`src/spi_pkg.sv`:
```
package spi_pkg;

    localparam int DATA_W    = 32;
    localparam int ADDR_W    = 8;
    localparam int TRANLEN_W = 16;

    typedef enum logic [ADDR_W-1:0] {
        SPMODE  = 8'h00,
        SPIE    = 8'h04,
        SPIM    = 8'h08,
        SPCOM   = 8'h0C,
        SPITF   = 8'h10,
        SPIRF   = 8'h14,
        CSMODE0 = 8'h20,
        CSMODE1 = 8'h24,
        CSMODE2 = 8'h28,
        CSMODE3 = 8'h2C
    } reg_addr_e;

    // per chip-select mode word
    typedef struct packed {
        logic       ci;     // sck idle level
        logic       cp;
        logic       rev;    // 1 = msb first
        logic       pol;    // 1 = select active low
        logic [3:0] pm;     // half period is pm+1 clocks
        logic [3:0] csbef;
        logic [3:0] csaft;
    } csmode_t;

    localparam int CSM_CI       = 31;
    localparam int CSM_CP       = 30;
    localparam int CSM_REV      = 29;
    localparam int CSM_POL      = 28;
    localparam int CSM_PM_LO    = 16;
    localparam int CSM_CSBEF_LO = 12;
    localparam int CSM_CSAFT_LO = 8;

    localparam int SPCOM_CS_LO = 30; // tranlen sits at 15:0
    localparam int SPMODE_EN   = 31;

    localparam int SPIE_TXE = 0;
    localparam int SPIE_TNF = 1;
    localparam int SPIE_RNE = 2;
    localparam int SPIE_RXF = 3;
    localparam int SPIE_DON = 4;
    localparam int SPIE_W   = 5;

    typedef enum logic [2:0] {
        IDLE,
        BEF_WAIT,
        DATA_WAIT,
        IN_TRANS,
        AFT_WAIT
    } frame_state_e;

    function automatic csmode_t word_to_csmode(input logic [DATA_W-1:0] w);
        csmode_t m;
        m.ci    = w[CSM_CI];
        m.cp    = w[CSM_CP];
        m.rev   = w[CSM_REV];
        m.pol   = w[CSM_POL];
        m.pm    = w[CSM_PM_LO +: 4];
        m.csbef = w[CSM_CSBEF_LO +: 4];
        m.csaft = w[CSM_CSAFT_LO +: 4];
        return m;
    endfunction

    function automatic logic [DATA_W-1:0] csmode_to_word(input csmode_t m);
        logic [DATA_W-1:0] w;
        w                      = '0; // unused bits read as zero
        w[CSM_CI]              = m.ci;
        w[CSM_CP]              = m.cp;
        w[CSM_REV]             = m.rev;
        w[CSM_POL]             = m.pol;
        w[CSM_PM_LO +: 4]      = m.pm;
        w[CSM_CSBEF_LO +: 4]   = m.csbef;
        w[CSM_CSAFT_LO +: 4]   = m.csaft;
        return w;
    endfunction

endpackage

```
`src/spi_char_if.sv`:
```
`timescale 1ns/1ps

// one 8-bit character between sequencer and bit engine
interface spi_char_if;
    logic       start;   // tx_byte valid with it
    logic [7:0] tx_byte;
    logic       done;    // rx_byte valid with it
    logic [7:0] rx_byte;

    modport seq (
        output start,
        output tx_byte,
        input  done,
        input  rx_byte
    );

    modport eng (
        input  start,
        input  tx_byte,
        output done,
        output rx_byte
    );
endinterface

```
`src/spi_bit_engine.sv`:
```
`timescale 1ns/1ps

module spi_bit_engine (
    input  logic             S_SYSCLK,
    input  logic             S_RESETN,
    input  spi_pkg::csmode_t i_mode,
    input  logic             i_in_trans,
    output logic             o_half_tick,
    output logic             o_spi_sck,
    output logic             o_spi_mosi,
    input  logic             i_spi_miso,
    spi_char_if.eng          chr
);
    logic [3:0] presc;
    logic       busy;
    logic [3:0] hcnt;     // sck half period within the character
    logic       sck_q;
    logic [7:0] tx_sh;
    logic [7:0] rx_sh;
    logic [7:0] rx_next;
    logic       lead_edge;
    logic       do_shift;
    logic       do_sample;

    // baud phase restarts whenever the frame clock stops
    assign o_half_tick = i_in_trans && (presc == i_mode.pm);

    always_ff @(posedge S_SYSCLK) begin
        if (!S_RESETN) begin
            presc <= '0;
        end else if (!i_in_trans || o_half_tick) begin
            presc <= '0;
        end else begin
            presc <= presc + 4'd1;
        end
    end

    assign lead_edge = ~hcnt[0];
    // cp=0 samples on the leading edge, cp=1 on the trailing one
    assign do_sample = busy && o_half_tick && (lead_edge ^ i_mode.cp);
    assign do_shift  = busy && o_half_tick &&
                       (i_mode.cp ? (lead_edge && (hcnt != 4'd0)) : !lead_edge);

    assign rx_next = i_mode.rev ? {rx_sh[6:0], i_spi_miso} : {i_spi_miso, rx_sh[7:1]};

    assign chr.done    = busy && o_half_tick && (hcnt == 4'hf);
    assign chr.rx_byte = i_mode.cp ? rx_next : rx_sh; // cp=1 takes its last bit on done

    always_ff @(posedge S_SYSCLK) begin
        if (!S_RESETN) begin
            busy  <= 1'b0;
            hcnt  <= '0;
            sck_q <= 1'b0;
        end else if (chr.start) begin
            busy  <= 1'b1;
            hcnt  <= '0;
            sck_q <= i_mode.ci;
        end else if (busy && o_half_tick) begin
            hcnt  <= hcnt + 4'd1;
            sck_q <= ~sck_q;
            if (hcnt == 4'hf) begin
                busy <= 1'b0;
            end
        end
    end

    always_ff @(posedge S_SYSCLK) begin
        if (chr.start) begin
            tx_sh <= chr.tx_byte;
        end else if (do_shift) begin
            tx_sh <= i_mode.rev ? {tx_sh[6:0], 1'b0} : {1'b0, tx_sh[7:1]};
        end
        if (do_sample) begin
            rx_sh <= rx_next;
        end
    end

    assign o_spi_sck  = busy ? sck_q : i_mode.ci;
    assign o_spi_mosi = busy && (i_mode.rev ? tx_sh[7] : tx_sh[0]); // idles low

endmodule

```
`src/spi_frame_ctrl.sv`:
```
`timescale 1ns/1ps

module spi_frame_ctrl #(
    parameter int NCS = 4
) (
    input  logic                          S_SYSCLK,
    input  logic                          S_RESETN,
    input  spi_pkg::csmode_t              i_mode,
    input  logic [1:0]                    i_cs_idx,
    input  logic [spi_pkg::TRANLEN_W-1:0] i_tranlen,
    input  logic                          i_frame_start,
    output logic                          o_frame_busy,
    output logic                          o_frame_done,
    input  logic                          i_half_tick,
    input  logic [spi_pkg::DATA_W-1:0]    i_tx_head,
    input  logic                          i_tx_empty,
    output logic                          o_tx_pop,
    output logic                          o_rx_push,
    output logic [spi_pkg::DATA_W-1:0]    o_rx_wdata,
    output logic [NCS-1:0]                o_spi_sel,
    output logic                          o_in_trans,
    spi_char_if.seq                       chr
);
    import spi_pkg::*;

    frame_state_e      state;
    logic [3:0]        dly_cnt;
    logic [TRANLEN_W:0] iss_cnt;  // characters started so far
    logic [1:0]        pos_q;     // byte lane of the character in flight
    logic [1:0]        tx_pos;
    logic [DATA_W-1:0] asm_q;     // rx word being assembled
    logic              sel_act;
    logic              more;
    logic              dly_zero;

    assign more     = (iss_cnt <= {1'b0, i_tranlen});
    assign dly_zero = (dly_cnt == 4'd0);
    assign tx_pos   = chr.done ? pos_q + 2'd1 : pos_q;

    always_comb begin
        chr.start = 1'b0;
        case (state)
            BEF_WAIT:  chr.start = i_half_tick && dly_zero && !i_tx_empty;
            DATA_WAIT: chr.start = !i_tx_empty;
            IN_TRANS:  chr.start = chr.done && more && !i_tx_empty; // back to back
            default:   ;
        endcase
    end

    assign chr.tx_byte = i_tx_head[{tx_pos, 3'b000} +: 8];

    // head is latched by the engine at start, so the word can go now
    assign o_tx_pop = chr.start && ((tx_pos == 2'd3) || (iss_cnt == {1'b0, i_tranlen}));

    always_comb begin
        o_rx_wdata = asm_q;
        o_rx_wdata[{pos_q, 3'b000} +: 8] = chr.rx_byte;
    end

    assign o_rx_push = chr.done && ((pos_q == 2'd3) || !more); // fifo drops it if full

    assign o_frame_busy = (state != IDLE);
    assign o_in_trans   = (state == BEF_WAIT) || (state == IN_TRANS) || (state == AFT_WAIT);

    always_comb begin
        for (int i = 0; i < NCS; i++) begin
            o_spi_sel[i] = i_mode.pol ^ (sel_act && (i_cs_idx == 2'(i)));
        end
    end

    always_ff @(posedge S_SYSCLK) begin
        if (!S_RESETN) begin
            state        <= IDLE;
            dly_cnt      <= '0;
            iss_cnt      <= '0;
            pos_q        <= '0;
            sel_act      <= 1'b0;
            o_frame_done <= 1'b0;
        end else begin
            o_frame_done <= 1'b0;
            if (chr.start) begin
                iss_cnt <= iss_cnt + 1'b1;
            end
            if (chr.done) begin
                pos_q <= pos_q + 2'd1;
            end
            case (state)
                IDLE: begin
                    if (i_frame_start) begin
                        state   <= BEF_WAIT;
                        sel_act <= 1'b1;
                        dly_cnt <= i_mode.csbef;
                        iss_cnt <= '0;
                        pos_q   <= '0;
                    end
                end
                BEF_WAIT: begin
                    if (i_half_tick) begin
                        if (!dly_zero) begin
                            dly_cnt <= dly_cnt - 4'd1;
                        end else begin
                            state <= chr.start ? IN_TRANS : DATA_WAIT;
                        end
                    end
                end
                DATA_WAIT: begin
                    if (chr.start) begin
                        state <= IN_TRANS;
                    end
                end
                IN_TRANS: begin
                    if (chr.done) begin
                        if (!more) begin
                            state   <= AFT_WAIT;
                            dly_cnt <= i_mode.csaft;
                        end else if (!chr.start) begin
                            state <= DATA_WAIT; // tx fifo ran dry
                        end
                    end
                end
                AFT_WAIT: begin
                    if (i_half_tick) begin
                        if (!dly_zero) begin
                            dly_cnt <= dly_cnt - 4'd1;
                        end else begin
                            state        <= IDLE;
                            sel_act      <= 1'b0;
                            o_frame_done <= 1'b1;
                        end
                    end
                end
                default: state <= IDLE;
            endcase
        end
    end

    always_ff @(posedge S_SYSCLK) begin
        if (state == IDLE) begin
            asm_q <= '0;
        end else if (chr.done) begin
            asm_q <= o_rx_push ? '0 : o_rx_wdata; // zero pad the next word
        end
    end

endmodule

```
`src/spi_master_top.sv`:
```
`timescale 1ns/1ps

module spi_master_top #(
    parameter int NCS          = 4,
    parameter int TXFIFO_DEPTH = 4,
    parameter int RXFIFO_DEPTH = 4
) (
    input  logic                       S_SYSCLK,
    input  logic                       S_RESETN,
    input  logic [spi_pkg::ADDR_W-1:0] i_awaddr,
    input  logic [spi_pkg::DATA_W-1:0] i_wdata,
    input  logic [3:0]                 i_wstrb,
    input  logic                       i_reg_wen,
    input  logic [spi_pkg::ADDR_W-1:0] i_araddr,
    input  logic                       i_reg_rden,
    output logic [spi_pkg::DATA_W-1:0] o_rdata,
    output logic                       o_interrupt,
    output logic                       o_spi_sck,
    output logic                       o_spi_mosi,
    input  logic                       i_spi_miso,
    output logic [NCS-1:0]             o_spi_sel
);
    import spi_pkg::*;

    csmode_t              mode;
    logic [1:0]           cs_idx;
    logic [TRANLEN_W-1:0] tranlen;
    logic                 enable;
    logic                 frame_start;
    logic                 frame_busy;
    logic                 frame_done;
    logic                 half_tick;
    logic                 in_trans;
    logic                 tx_push;
    logic                 tx_pop;
    logic                 tx_full;
    logic                 tx_empty;
    logic [DATA_W-1:0]    tx_wdata;
    logic [DATA_W-1:0]    tx_head;
    logic                 rx_push;
    logic                 rx_pop;
    logic                 rx_full;
    logic                 rx_empty;
    logic [DATA_W-1:0]    rx_wdata;
    logic [DATA_W-1:0]    rx_head;

    spi_char_if chr_if ();

    spi_regs #(.NCS(NCS)) u_regs (
        .S_SYSCLK      (S_SYSCLK),
        .S_RESETN      (S_RESETN),
        .i_awaddr      (i_awaddr),
        .i_wdata       (i_wdata),
        .i_wstrb       (i_wstrb),
        .i_reg_wen     (i_reg_wen),
        .i_araddr      (i_araddr),
        .i_reg_rden    (i_reg_rden),
        .o_rdata       (o_rdata),
        .o_interrupt   (o_interrupt),
        .o_mode        (mode),
        .o_cs_idx      (cs_idx),
        .o_tranlen     (tranlen),
        .o_enable      (enable),
        .o_frame_start (frame_start),
        .i_frame_busy  (frame_busy),
        .i_frame_done  (frame_done),
        .o_tx_push     (tx_push),
        .o_tx_wdata    (tx_wdata),
        .i_tx_full     (tx_full),
        .i_tx_empty    (tx_empty),
        .o_rx_pop      (rx_pop),
        .i_rx_head     (rx_head),
        .i_rx_full     (rx_full),
        .i_rx_empty    (rx_empty)
    );

    // both fifos are flushed while the block is disabled
    spi_word_fifo #(.DEPTH(TXFIFO_DEPTH), .WIDTH(DATA_W)) u_txfifo (
        .S_SYSCLK (S_SYSCLK),
        .S_RESETN (S_RESETN),
        .i_flush  (!enable),
        .i_push   (tx_push),
        .i_wdata  (tx_wdata),
        .i_pop    (tx_pop),
        .o_rdata  (tx_head),
        .o_full   (tx_full),
        .o_empty  (tx_empty)
    );

    spi_word_fifo #(.DEPTH(RXFIFO_DEPTH), .WIDTH(DATA_W)) u_rxfifo (
        .S_SYSCLK (S_SYSCLK),
        .S_RESETN (S_RESETN),
        .i_flush  (!enable),
        .i_push   (rx_push),
        .i_wdata  (rx_wdata),
        .i_pop    (rx_pop),
        .o_rdata  (rx_head),
        .o_full   (rx_full),
        .o_empty  (rx_empty)
    );

    spi_frame_ctrl #(.NCS(NCS)) u_frame (
        .S_SYSCLK      (S_SYSCLK),
        .S_RESETN      (S_RESETN),
        .i_mode        (mode),
        .i_cs_idx      (cs_idx),
        .i_tranlen     (tranlen),
        .i_frame_start (frame_start),
        .o_frame_busy  (frame_busy),
        .o_frame_done  (frame_done),
        .i_half_tick   (half_tick),
        .i_tx_head     (tx_head),
        .i_tx_empty    (tx_empty),
        .o_tx_pop      (tx_pop),
        .o_rx_push     (rx_push),
        .o_rx_wdata    (rx_wdata),
        .o_spi_sel     (o_spi_sel),
        .o_in_trans    (in_trans),
        .chr           (chr_if.seq)
    );

    spi_bit_engine u_engine (
        .S_SYSCLK    (S_SYSCLK),
        .S_RESETN    (S_RESETN),
        .i_mode      (mode),
        .i_in_trans  (in_trans),
        .o_half_tick (half_tick),
        .o_spi_sck   (o_spi_sck),
        .o_spi_mosi  (o_spi_mosi),
        .i_spi_miso  (i_spi_miso),
        .chr         (chr_if.eng)
    );

endmodule

```
`src/spi_regs.sv`:
```
`timescale 1ns/1ps

module spi_regs #(
    parameter int NCS = 4
) (
    input  logic                          S_SYSCLK,
    input  logic                          S_RESETN,
    input  logic [spi_pkg::ADDR_W-1:0]    i_awaddr,
    input  logic [spi_pkg::DATA_W-1:0]    i_wdata,
    input  logic [3:0]                    i_wstrb,
    input  logic                          i_reg_wen,
    input  logic [spi_pkg::ADDR_W-1:0]    i_araddr,
    input  logic                          i_reg_rden,
    output logic [spi_pkg::DATA_W-1:0]    o_rdata,
    output logic                          o_interrupt,
    output spi_pkg::csmode_t              o_mode,
    output logic [1:0]                    o_cs_idx,
    output logic [spi_pkg::TRANLEN_W-1:0] o_tranlen,
    output logic                          o_enable,
    output logic                          o_frame_start,
    input  logic                          i_frame_busy,
    input  logic                          i_frame_done,
    output logic                          o_tx_push,
    output logic [spi_pkg::DATA_W-1:0]    o_tx_wdata,
    input  logic                          i_tx_full,
    input  logic                          i_tx_empty,
    output logic                          o_rx_pop,
    input  logic [spi_pkg::DATA_W-1:0]    i_rx_head,
    input  logic                          i_rx_full,
    input  logic                          i_rx_empty
);
    import spi_pkg::*;

    logic                 en_q;
    logic [SPIE_W-1:0]    spim_q;
    logic [SPIE_W-1:0]    spie_q;
    logic [1:0]           cs_q;
    logic [TRANLEN_W-1:0] len_q;
    csmode_t              mode_q [NCS];
    logic                 wr_full;

    assign wr_full = i_reg_wen && (i_wstrb == 4'hf); // only whole words are taken

    assign o_enable    = en_q;
    assign o_cs_idx    = cs_q;
    assign o_tranlen   = len_q;
    assign o_mode      = (int'(cs_q) < NCS) ? mode_q[cs_q] : '0;
    assign o_interrupt = |(spim_q & spie_q);

    assign o_tx_push  = wr_full && (i_awaddr == SPITF) && en_q && !i_tx_full;
    assign o_tx_wdata = i_wdata;
    assign o_rx_pop   = i_reg_rden && (i_araddr == SPIRF) && !i_rx_empty;

    always_ff @(posedge S_SYSCLK) begin
        if (!S_RESETN) begin
            en_q             <= 1'b0;
            spim_q           <= '0;
            cs_q             <= '0;
            len_q            <= '0;
            o_frame_start    <= 1'b0;
            spie_q           <= '0;
            spie_q[SPIE_TXE] <= 1'b1;
            spie_q[SPIE_TNF] <= 1'b1;
            for (int i = 0; i < NCS; i++) begin
                mode_q[i] <= '0;
            end
        end else begin
            o_frame_start <= 1'b0;
            // fifo levels lag by one clock
            spie_q[SPIE_TXE] <= i_tx_empty;
            spie_q[SPIE_TNF] <= !i_tx_full;
            spie_q[SPIE_RNE] <= !i_rx_empty;
            spie_q[SPIE_RXF] <= i_rx_full;
            if (wr_full) begin
                case (i_awaddr)
                    SPMODE: en_q <= i_wdata[SPMODE_EN];
                    SPIE: begin
                        if (i_wdata[SPIE_DON]) begin
                            spie_q[SPIE_DON] <= 1'b0;
                        end
                    end
                    SPIM: spim_q <= i_wdata[SPIE_W-1:0];
                    SPCOM: begin
                        cs_q  <= i_wdata[SPCOM_CS_LO +: 2];
                        len_q <= i_wdata[TRANLEN_W-1:0];
                        // no new start while a frame is busy
                        o_frame_start <= en_q && !i_frame_busy && !o_frame_start;
                    end
                    CSMODE0, CSMODE1, CSMODE2, CSMODE3: begin
                        if (int'(i_awaddr[3:2]) < NCS) begin
                            mode_q[i_awaddr[3:2]] <= word_to_csmode(i_wdata);
                        end
                    end
                    default: ;
                endcase
            end
            if (i_frame_done) begin
                spie_q[SPIE_DON] <= 1'b1; // new event beats a clear
            end
        end
    end

    always_comb begin
        o_rdata = '0;
        case (i_araddr)
            SPMODE: o_rdata[SPMODE_EN]   = en_q;
            SPIE:   o_rdata[SPIE_W-1:0] = spie_q;
            SPIM:   o_rdata[SPIE_W-1:0] = spim_q;
            SPCOM: begin
                o_rdata[SPCOM_CS_LO +: 2]  = cs_q;
                o_rdata[TRANLEN_W-1:0]     = len_q;
            end
            SPIRF:  o_rdata = i_rx_head;
            CSMODE0, CSMODE1, CSMODE2, CSMODE3: begin
                if (int'(i_araddr[3:2]) < NCS) begin
                    o_rdata = csmode_to_word(mode_q[i_araddr[3:2]]);
                end
            end
            default: ;
        endcase
    end

endmodule

```
`src/spi_word_fifo.sv`:
```
`timescale 1ns/1ps

module spi_word_fifo #(
    parameter int DEPTH = 4,
    parameter int WIDTH = 32
) (
    input  logic             S_SYSCLK,
    input  logic             S_RESETN,
    input  logic             i_flush,
    input  logic             i_push,
    input  logic [WIDTH-1:0] i_wdata,
    input  logic             i_pop,
    output logic [WIDTH-1:0] o_rdata,
    output logic             o_full,
    output logic             o_empty
);
    localparam int AW = (DEPTH > 1) ? $clog2(DEPTH) : 1;

    logic [WIDTH-1:0] mem [DEPTH];
    logic [AW-1:0]    wr_ptr;
    logic [AW-1:0]    rd_ptr;
    logic [AW:0]      count;
    logic             do_push;
    logic             do_pop;

    function automatic logic [AW-1:0] ptr_inc(input logic [AW-1:0] p);
        return (p == AW'(DEPTH - 1)) ? '0 : p + 1'b1;
    endfunction

    assign o_full  = (count == (AW+1)'(DEPTH));
    assign o_empty = (count == '0);
    assign o_rdata = mem[rd_ptr];   // head word

    assign do_push = i_push && !o_full;
    assign do_pop  = i_pop && !o_empty;

    always_ff @(posedge S_SYSCLK) begin
        if (!S_RESETN) begin
            wr_ptr <= '0;
            rd_ptr <= '0;
            count  <= '0;
        end else if (i_flush) begin
            wr_ptr <= '0;
            rd_ptr <= '0;
            count  <= '0;
        end else begin
            if (do_push) begin
                wr_ptr <= ptr_inc(wr_ptr);
            end
            if (do_pop) begin
                rd_ptr <= ptr_inc(rd_ptr);
            end
            case ({do_push, do_pop})
                2'b10:   count <= count + 1'b1;
                2'b01:   count <= count - 1'b1;
                default: ;
            endcase
        end
    end

    always_ff @(posedge S_SYSCLK) begin
        if (do_push) begin
            mem[wr_ptr] <= i_wdata;
        end
    end

endmodule

```
`config.mk`:
```
export PLATFORM = sky130hd
export DESIGN_NAME = spi_master_top
export DESIGN_NICKNAME = d
export VERILOG_FILES = /design/src/spi_pkg.sv /design/src/spi_char_if.sv /design/src/spi_bit_engine.sv /design/src/spi_frame_ctrl.sv /design/src/spi_master_top.sv /design/src/spi_regs.sv /design/src/spi_word_fifo.sv
export SDC_FILE = /design/constraint.sdc
export NUM_CORES = 1
export LEC_CHECK = 0
export BUFFER_PORTS_ARGS = -buffer_cell sky130_fd_sc_hd__buf_4
export CORE_MARGIN = 5
export CORE_UTILIZATION = 25
export CTS_BUF_LIST = sky130_fd_sc_hd__clkbuf_8
export CTS_CLUSTER_SIZE = 8
export DETAILED_ROUTE_END_ITERATION = 10
export MAX_ROUTING_LAYER = met4
export PLACE_DENSITY = 0.42
export SLEW_MARGIN = 20
export SYNTH_ARGS = -nofsm -noshare
export SYNTH_HDL_FRONTEND = slang
export SYNTH_HIERARCHICAL = 1
export SYNTH_SLANG_ARGS = --single-unit
```
`constraint.sdc`:
```
create_clock -name S_SYSCLK -period 7.55 [get_ports S_SYSCLK]
set_clock_uncertainty 0.15 [all_clocks]
set_input_delay 0.755 -clock S_SYSCLK [delete_from_list [all_inputs] [get_ports S_SYSCLK]]
set_output_delay 0.755 -clock S_SYSCLK [all_outputs]
set_load 0.02 [all_outputs]
```
=== Word level (Yosys, flattened, before mapping) ===
Memory sizes are Yosys's and may differ from the RTL's. A register that Yosys moved wholly into a read port is not among the register bits.
Index checks and enable logic that the tools add are counted.

* Bits in registers: 130
* Bits in latches: 0
* Memory bits (writable): 320
* Memory bits (read-only): 0
* Input bits: 57
* Output and inout port bits: 39
* Memories kept: 3

{| class="wikitable"
|+ Memory list
! name !! depth !! width !! rd ports !! clocked after memory_dff !! write ports !! RTL line !! text
|-
| u_rxfifo.mem || 4 || 32 || 1 || 1 || 1 || spi_word_fifo.sv:19 || <nowiki>logic [WIDTH-1:0] mem [DEPTH];</nowiki>
|-
| u_txfifo.mem || 4 || 32 || 1 || 1 || 1 || spi_word_fifo.sv:19 ||
|-
| u_regs.mode_q || 4 || 16 || 2 || 1 || 4 || spi_regs.sv:39 || <nowiki>csmode_t mode_q [NCS];</nowiki>
|}

* Add/subtract/negate cells: 14
* Multiply operators: 0
* Div/mod/pow operators: 0
* $lt $le $gt $ge: 1
* Equal/unequal tests: 50
* Shift operators: 3
* Multiplexer cells: 77
* Bitwise gates (word level): 9
* Reduce and logical (&&, ||, !) cells: 79

{| class="wikitable"
|+ Operator list
! operator !! number
|-
| 8-bit by 6-bit == test with 1-bit output, second input constant || 8
|-
| 17-bit 2-to-1 mux || 3
|-
| 8-bit 2-to-1 mux || 5
|-
| 11-bit case mux with 3 select lines || 1
|-
| 32-bit bitwise mux || 1
|-
| 8-bit by 4-bit == test with 1-bit output, second input constant || 4
|-
| 32-bit 2-to-1 mux || 1
|-
| 8-bit by 7-bit variable shift with 32-bit output, first input constant || 1
|-
| 32-bit by 6-bit indexed part select with 8-bit output || 1
|-
| 8-bit by 7-bit indexed part select with 32-bit output || 1
|-
| 1-bit logical AND || 29
|-
| 2-bit 2-to-1 mux || 14
|-
| 14-bit case mux with 2 select lines || 1
|-
| 1-bit 2-to-1 mux || 27
|-
| 3-bit 2-to-1 mux || 9
|-
| 2-bit == test, second input constant || 10
|-
| 4-bit 2-to-1 mux || 5
|-
| 5-bit case mux with 4 select lines || 1
|-
| 2-bit nonzero test || 9
|-
| 17-bit by 1-bit adder with 17-bit output, second input constant || 1
|-
| 17-bit by 16-bit == test with 1-bit output || 1
|-
| 17-bit by 16-bit <= comparator with 1-bit output || 1
|-
| 8-bit by 3-bit == test with 1-bit output, second input constant || 2
|-
| 8-bit by 5-bit == test with 1-bit output, second input constant || 2
|-
| other kinds (42) || 95
|}

=== Longest topological paths before layout ===
* Word-level depth: 13
* Gate-level depth with buffers: 20
* Gate-level depth less buffers: 18

=== Cells and area by module ===
The synthesis kept the hierarchy.

{| class="wikitable"
|+ By module, submodules not included
! module !! instances !! cells each !! area each (um^2) !! sequential area each (um^2)
|-
| spi_word_fifo || 2 || 222 || 5089.9 || 4023.9
|-
| spi_regs || 1 || 446 || 5243.8 || 2562.5
|-
| spi_frame_ctrl || 1 || 513 || 3971.3 || 1201.2
|-
| spi_bit_engine || 1 || 146 || 1393.8 || 680.7
|-
| spi_master_top || 1 || 1 || 3.8 || 0.0
|}

=== Worst setup path before layout ===
Ideal clock, no wire load.

* Path kind: flip-flop to flip-flop
* Start point: register with a tool-made name
* End point: register u_txfifo.count[2]
* Data arrival time: 4622 ps
* Data required time: 7330 ps
* Slack: 2708 ps
* Stages on the path, launching flop included: 21
* Buffers on the path: 3
* Period minus slack after synthesis: 4842 ps
* Path through: dfxtp_1 -> clkbuf_1 -> buf_2 -> mux4_2 -> xnor2_1 -> and4_2 -> and2_1 -> and4bb_2 -> nand3_2 -> a211oi_2 -> o21ai_2 -> buf_2 -> nor2_1 -> o31ai_1 -> inv_1 -> ha_1 -> inv_1 -> fa_1 -> xor2_1 -> or3_2 -> a21oi_1

{| class="wikitable"
|+ RTL lines
! item !! RTL line !! text
|-
| to (signal assigned) || spi_word_fifo.sv:54 || <nowiki>2'b10: count <= count + 1'b1;</nowiki>
|-
| to (signal assigned) || spi_word_fifo.sv:55 || <nowiki>2'b01: count <= count - 1'b1;</nowiki>
|-
| to (decl) || spi_word_fifo.sv:22 || <nowiki>logic [AW:0] count;</nowiki>
|}

==> reports/results.ini <==
[status]
status = finished clean

[yosys]
synth.yosys.seq_area_share = 0.601
synth-main-ff-cell = sky130_fd_sc_hd__edfxtp_1
postSynthRegisterBits = 456
synth_compound_gate_area_share = 0.0666
synthesis.yosys.warnings = 6
mappedNetlistNets = 1648
synth_cell_types = 83
post_synth_fa_ha_maj_area_fraction = 0.0254
count_of_flip_flops_with_a_built_in_enable_after_synthesis = 336
xor_xnor_fraction_of_synth_area = 0.0113
syn_area_per_cell_sq_um = 13.4
synth_top_family_by_area = multiplexers
synthArstFlopShare = 0
synth.area.mux_share = 0.138
synthSimpleGateAreaFrac = 0.108
synthCells = 1550
synth.cell_area_sq_um = 20800

[finish]
finish.net_count = 1726
fin_area_sq_um = 23900
fillers = 8373
final-seq-area_sq_um = 12500
final_common_cell = sky130_fd_sc_hd__edfxtp_1
multi_input_comb_area_sq_um = 7330
layout.cells.most_common_list = sky130_fd_sc_hd__edfxtp_1, sky130_fd_sc_hd__inv_1, sky130_fd_sc_hd__nand2_1
flow.area_growth_from_synthesis_pct = 14.8
final_layout_size_suffix_gt1_frac = 0.224
post_layout_nonfiller_instances = 2765

[sta]
achievable-frequency_mhz = 196
final.setup.tns_ps = 0
setup_viol = 0
max-slew-margin-rel = 0.278
hold_ws_ps = 150
layout_worst_path_cycle_share = 0.676
period_minus_slack_ps = 5100
timing.final.max_slew_violations = 0
tightest_slew_ps = 1080
rsz0062_at_grt = no
final-hold-violation-count = 0

[worst_hold_path]
hold_path_class = primary input to flip-flop
min-delay-start = i_wdata[23]

[place]
dpl.hpwl_microns = 40100
finalWeightedCongestion = 0.786
dpl-instance-area_sq_um = 22400
placement.io_buffers = 95
dp.cells = 2619

[grt]
grt_antenna_before_repair = 4
globalRouteOverflowTotal = 0
global_route.usage.total = 0.136
grt_first_pass_wirelength_microns = 88400
grt_start_max_net_pins = 69
number_of_global_route_vias_before_repair = 13181

[floorplanning]
die_x_microns = 298
core_region_area_sq_um = 82200
ioPinCount = 96
die_outline_area_sq_um = 89000
fp-row-count = 105
die_h_microns = 298
initial_cell_density_of_the_core = 0.253

[routing]
firstDrtPassIters = 5
routed_wire_length_per_instance_microns = 21.7
routed_wirelength_microns = 60000
antenna_left = 0
detail_route.iter0.violations = 1004
drc = 0
detail_route.vias_per_cell = 4.68
dr_total_vias = 12928

[cts]
cts.htree.levels = 3
tritoncts = built
maximum_count_of_clock_buffers_along_a_single_path = 3
clk_sink_count = 456
clock-root-buffer = sky130_fd_sc_hd__clkbuf_8
post_cts.repair.setup_buffers = 0
total_cts_buffers = 77
hold_buffers = 0
clk-insertion-delay-late_ps = 660
clk_transition_reported_paths_ps = 60
cts-resized-gates = 0

[power]
fin_total_pwr_uw = 4990
cellLeakagePower_uw = 0.00784
power.density_nw_per_um2 = 209
worst_ir_drop_vdd_uv = 107

[worst_setup_path]
cp_data_arrival_time_ps = 5530
critical_path_required_ps = 7980
worst-path-max-fanout = 16
worst_setup_path_end_kind = flip-flop
crit_path_start_kind = flip-flop
timing.setup.critical_path_class = flip-flop to flip-flop

[job]
max_cap_violations = 0

[final timing paths]
check                                   end  cells after the start  slack (ps)
max          u_txfifo/count[2]$_SDFFE_PP0P_                     19        2450
min           u_txfifo/mem[2][23]$_DFFE_PP_                      1         150
max reg2reg  u_txfifo/count[2]$_SDFFE_PP0P_                     19        2450
min reg2reg  u_frame/asm_q[27]$_SDFFE_PP0P_                      2         310
[flip-flops by register name (all words and copies together) (netlist names), 4 cells and up, named ones only]
register and flops:
u_engine/rx_sh 8, u_engine/presc 4, u_frame/asm_q 32, u_regs/mode_q 64
u_txfifo/mem 128, u_engine/hcnt 4, u_regs/o_tranlen 16, u_engine/tx_sh 8
u_regs/spie_q 5, u_frame/iss_cnt 17, u_frame/dly_cnt 4, u_rxfifo/mem 128
u_regs/spim_q 5
[critical path, cell delays in order (launching register included)]
cell and delay, ps:
sky130_fd_sc_hd__dfxtp_1 300, sky130_fd_sc_hd__buf_4 320, sky130_fd_sc_hd__mux4_2 580, sky130_fd_sc_hd__xnor2_1 220, sky130_fd_sc_hd__and4_2 320, sky130_fd_sc_hd__nand2_1 110
sky130_fd_sc_hd__nor2_1 120, sky130_fd_sc_hd__buf_4 250, sky130_fd_sc_hd__o21ai_0 190, sky130_fd_sc_hd__a211oi_2 470, sky130_fd_sc_hd__o21ai_2 220, sky130_fd_sc_hd__nor2_1 210
sky130_fd_sc_hd__o31ai_1 160, sky130_fd_sc_hd__inv_1 90, sky130_fd_sc_hd__ha_1 170, sky130_fd_sc_hd__inv_1 60, sky130_fd_sc_hd__fa_1 370, sky130_fd_sc_hd__xor2_1 160
sky130_fd_sc_hd__or3_2 410, sky130_fd_sc_hd__a21oi_1 140
[metrics by stage]
stage,worst slack [ps],utilization
2_1_floorplan,2710,-
3_3_place_gp,2450,0.272
3_5_place_dp,2430,0.272
4_1_cts,2400,0.290
5_1_grt,2050,0.290
6_report,2450,0.290
[synth_stat cells, drive strengths merged, types with 3 or more instances]
master	instances	share of area
a21oi	41	0.0099
o31ai	10	0.0036
a221o	11	0.0053
or2	6	0.0018
o2bb2ai	4	0.0017
or3	12	0.0040
dfxtp	120	0.12
nor2	112	0.020
buf	66	0.021
a211oi	34	0.013
xnor2	15	0.0067
a22o	9	0.0038
nand2b	8	0.0024
and2	15	0.0048
mux4	104	0.11
nand3b	4	0.0014
nor3b	5	0.0018
mux2	13	0.0070
nor3	55	0.013
nand2	135	0.024
nor2b	7	0.0021
and3	21	0.0070
inv	105	0.019
nand4	8	0.0027
a2111oi	3	0.0025
nor4	8	0.0046
o22ai	5	0.0015
mux2i	39	0.019
and4	3	0.0013
o21ai	70	0.017
or4	6	0.0022
or3b	3	0.0013
xor2	11	0.0046
edfxtp	336	0.49
a22oi	6	0.0022
nand3	23	0.0066
ha	39	0.023
clkbuf	50	0.0091
[cell families after synthesis]
logic type	count (synthesis)
xor+xnor	26
flops	456
mux	156
fa+ha+maj	41
simple gates	442
buf+inv	222
compound gates	207
[power breakdown]
group	switching (uW)	internal, uW	leakage [uW]
sequential	13.3	2690	0.00400
combinational	130	68.0	0.00297
clock	1030	1060	0.000868
total	1170	3820	0.00784
[per-layer routing]
| metal | global-route usage | share of wire | routed length, microns | up-vias |
|---|---|---|---|---|
| met5 | - | 0 | 0 | - |
| met2 | 0.210 | 0.46 | 27800 | 338 |
| met4 | 0.0314 | 0.017 | 1040 | 0 |
| met1 | 0.187 | 0.47 | 28200 | 6572 |
| met3 | 0.0250 | 0.049 | 2910 | 79 |
| li1 | - | - | - | 5939 |
[area by class of cell]
cell class	instances	area share
Antenna cell	4	0.000419
Clock buffer	83	0.0479
Clock inverter	59	0.0121
Inverter	106	0.0167
Multi-Input combinational cell	872	0.307
Sequential cell	456	0.524
Tap cell	1070	0.0561
Timing Repair Buffer	115	0.0362
(Power assumes the default switching activity.)
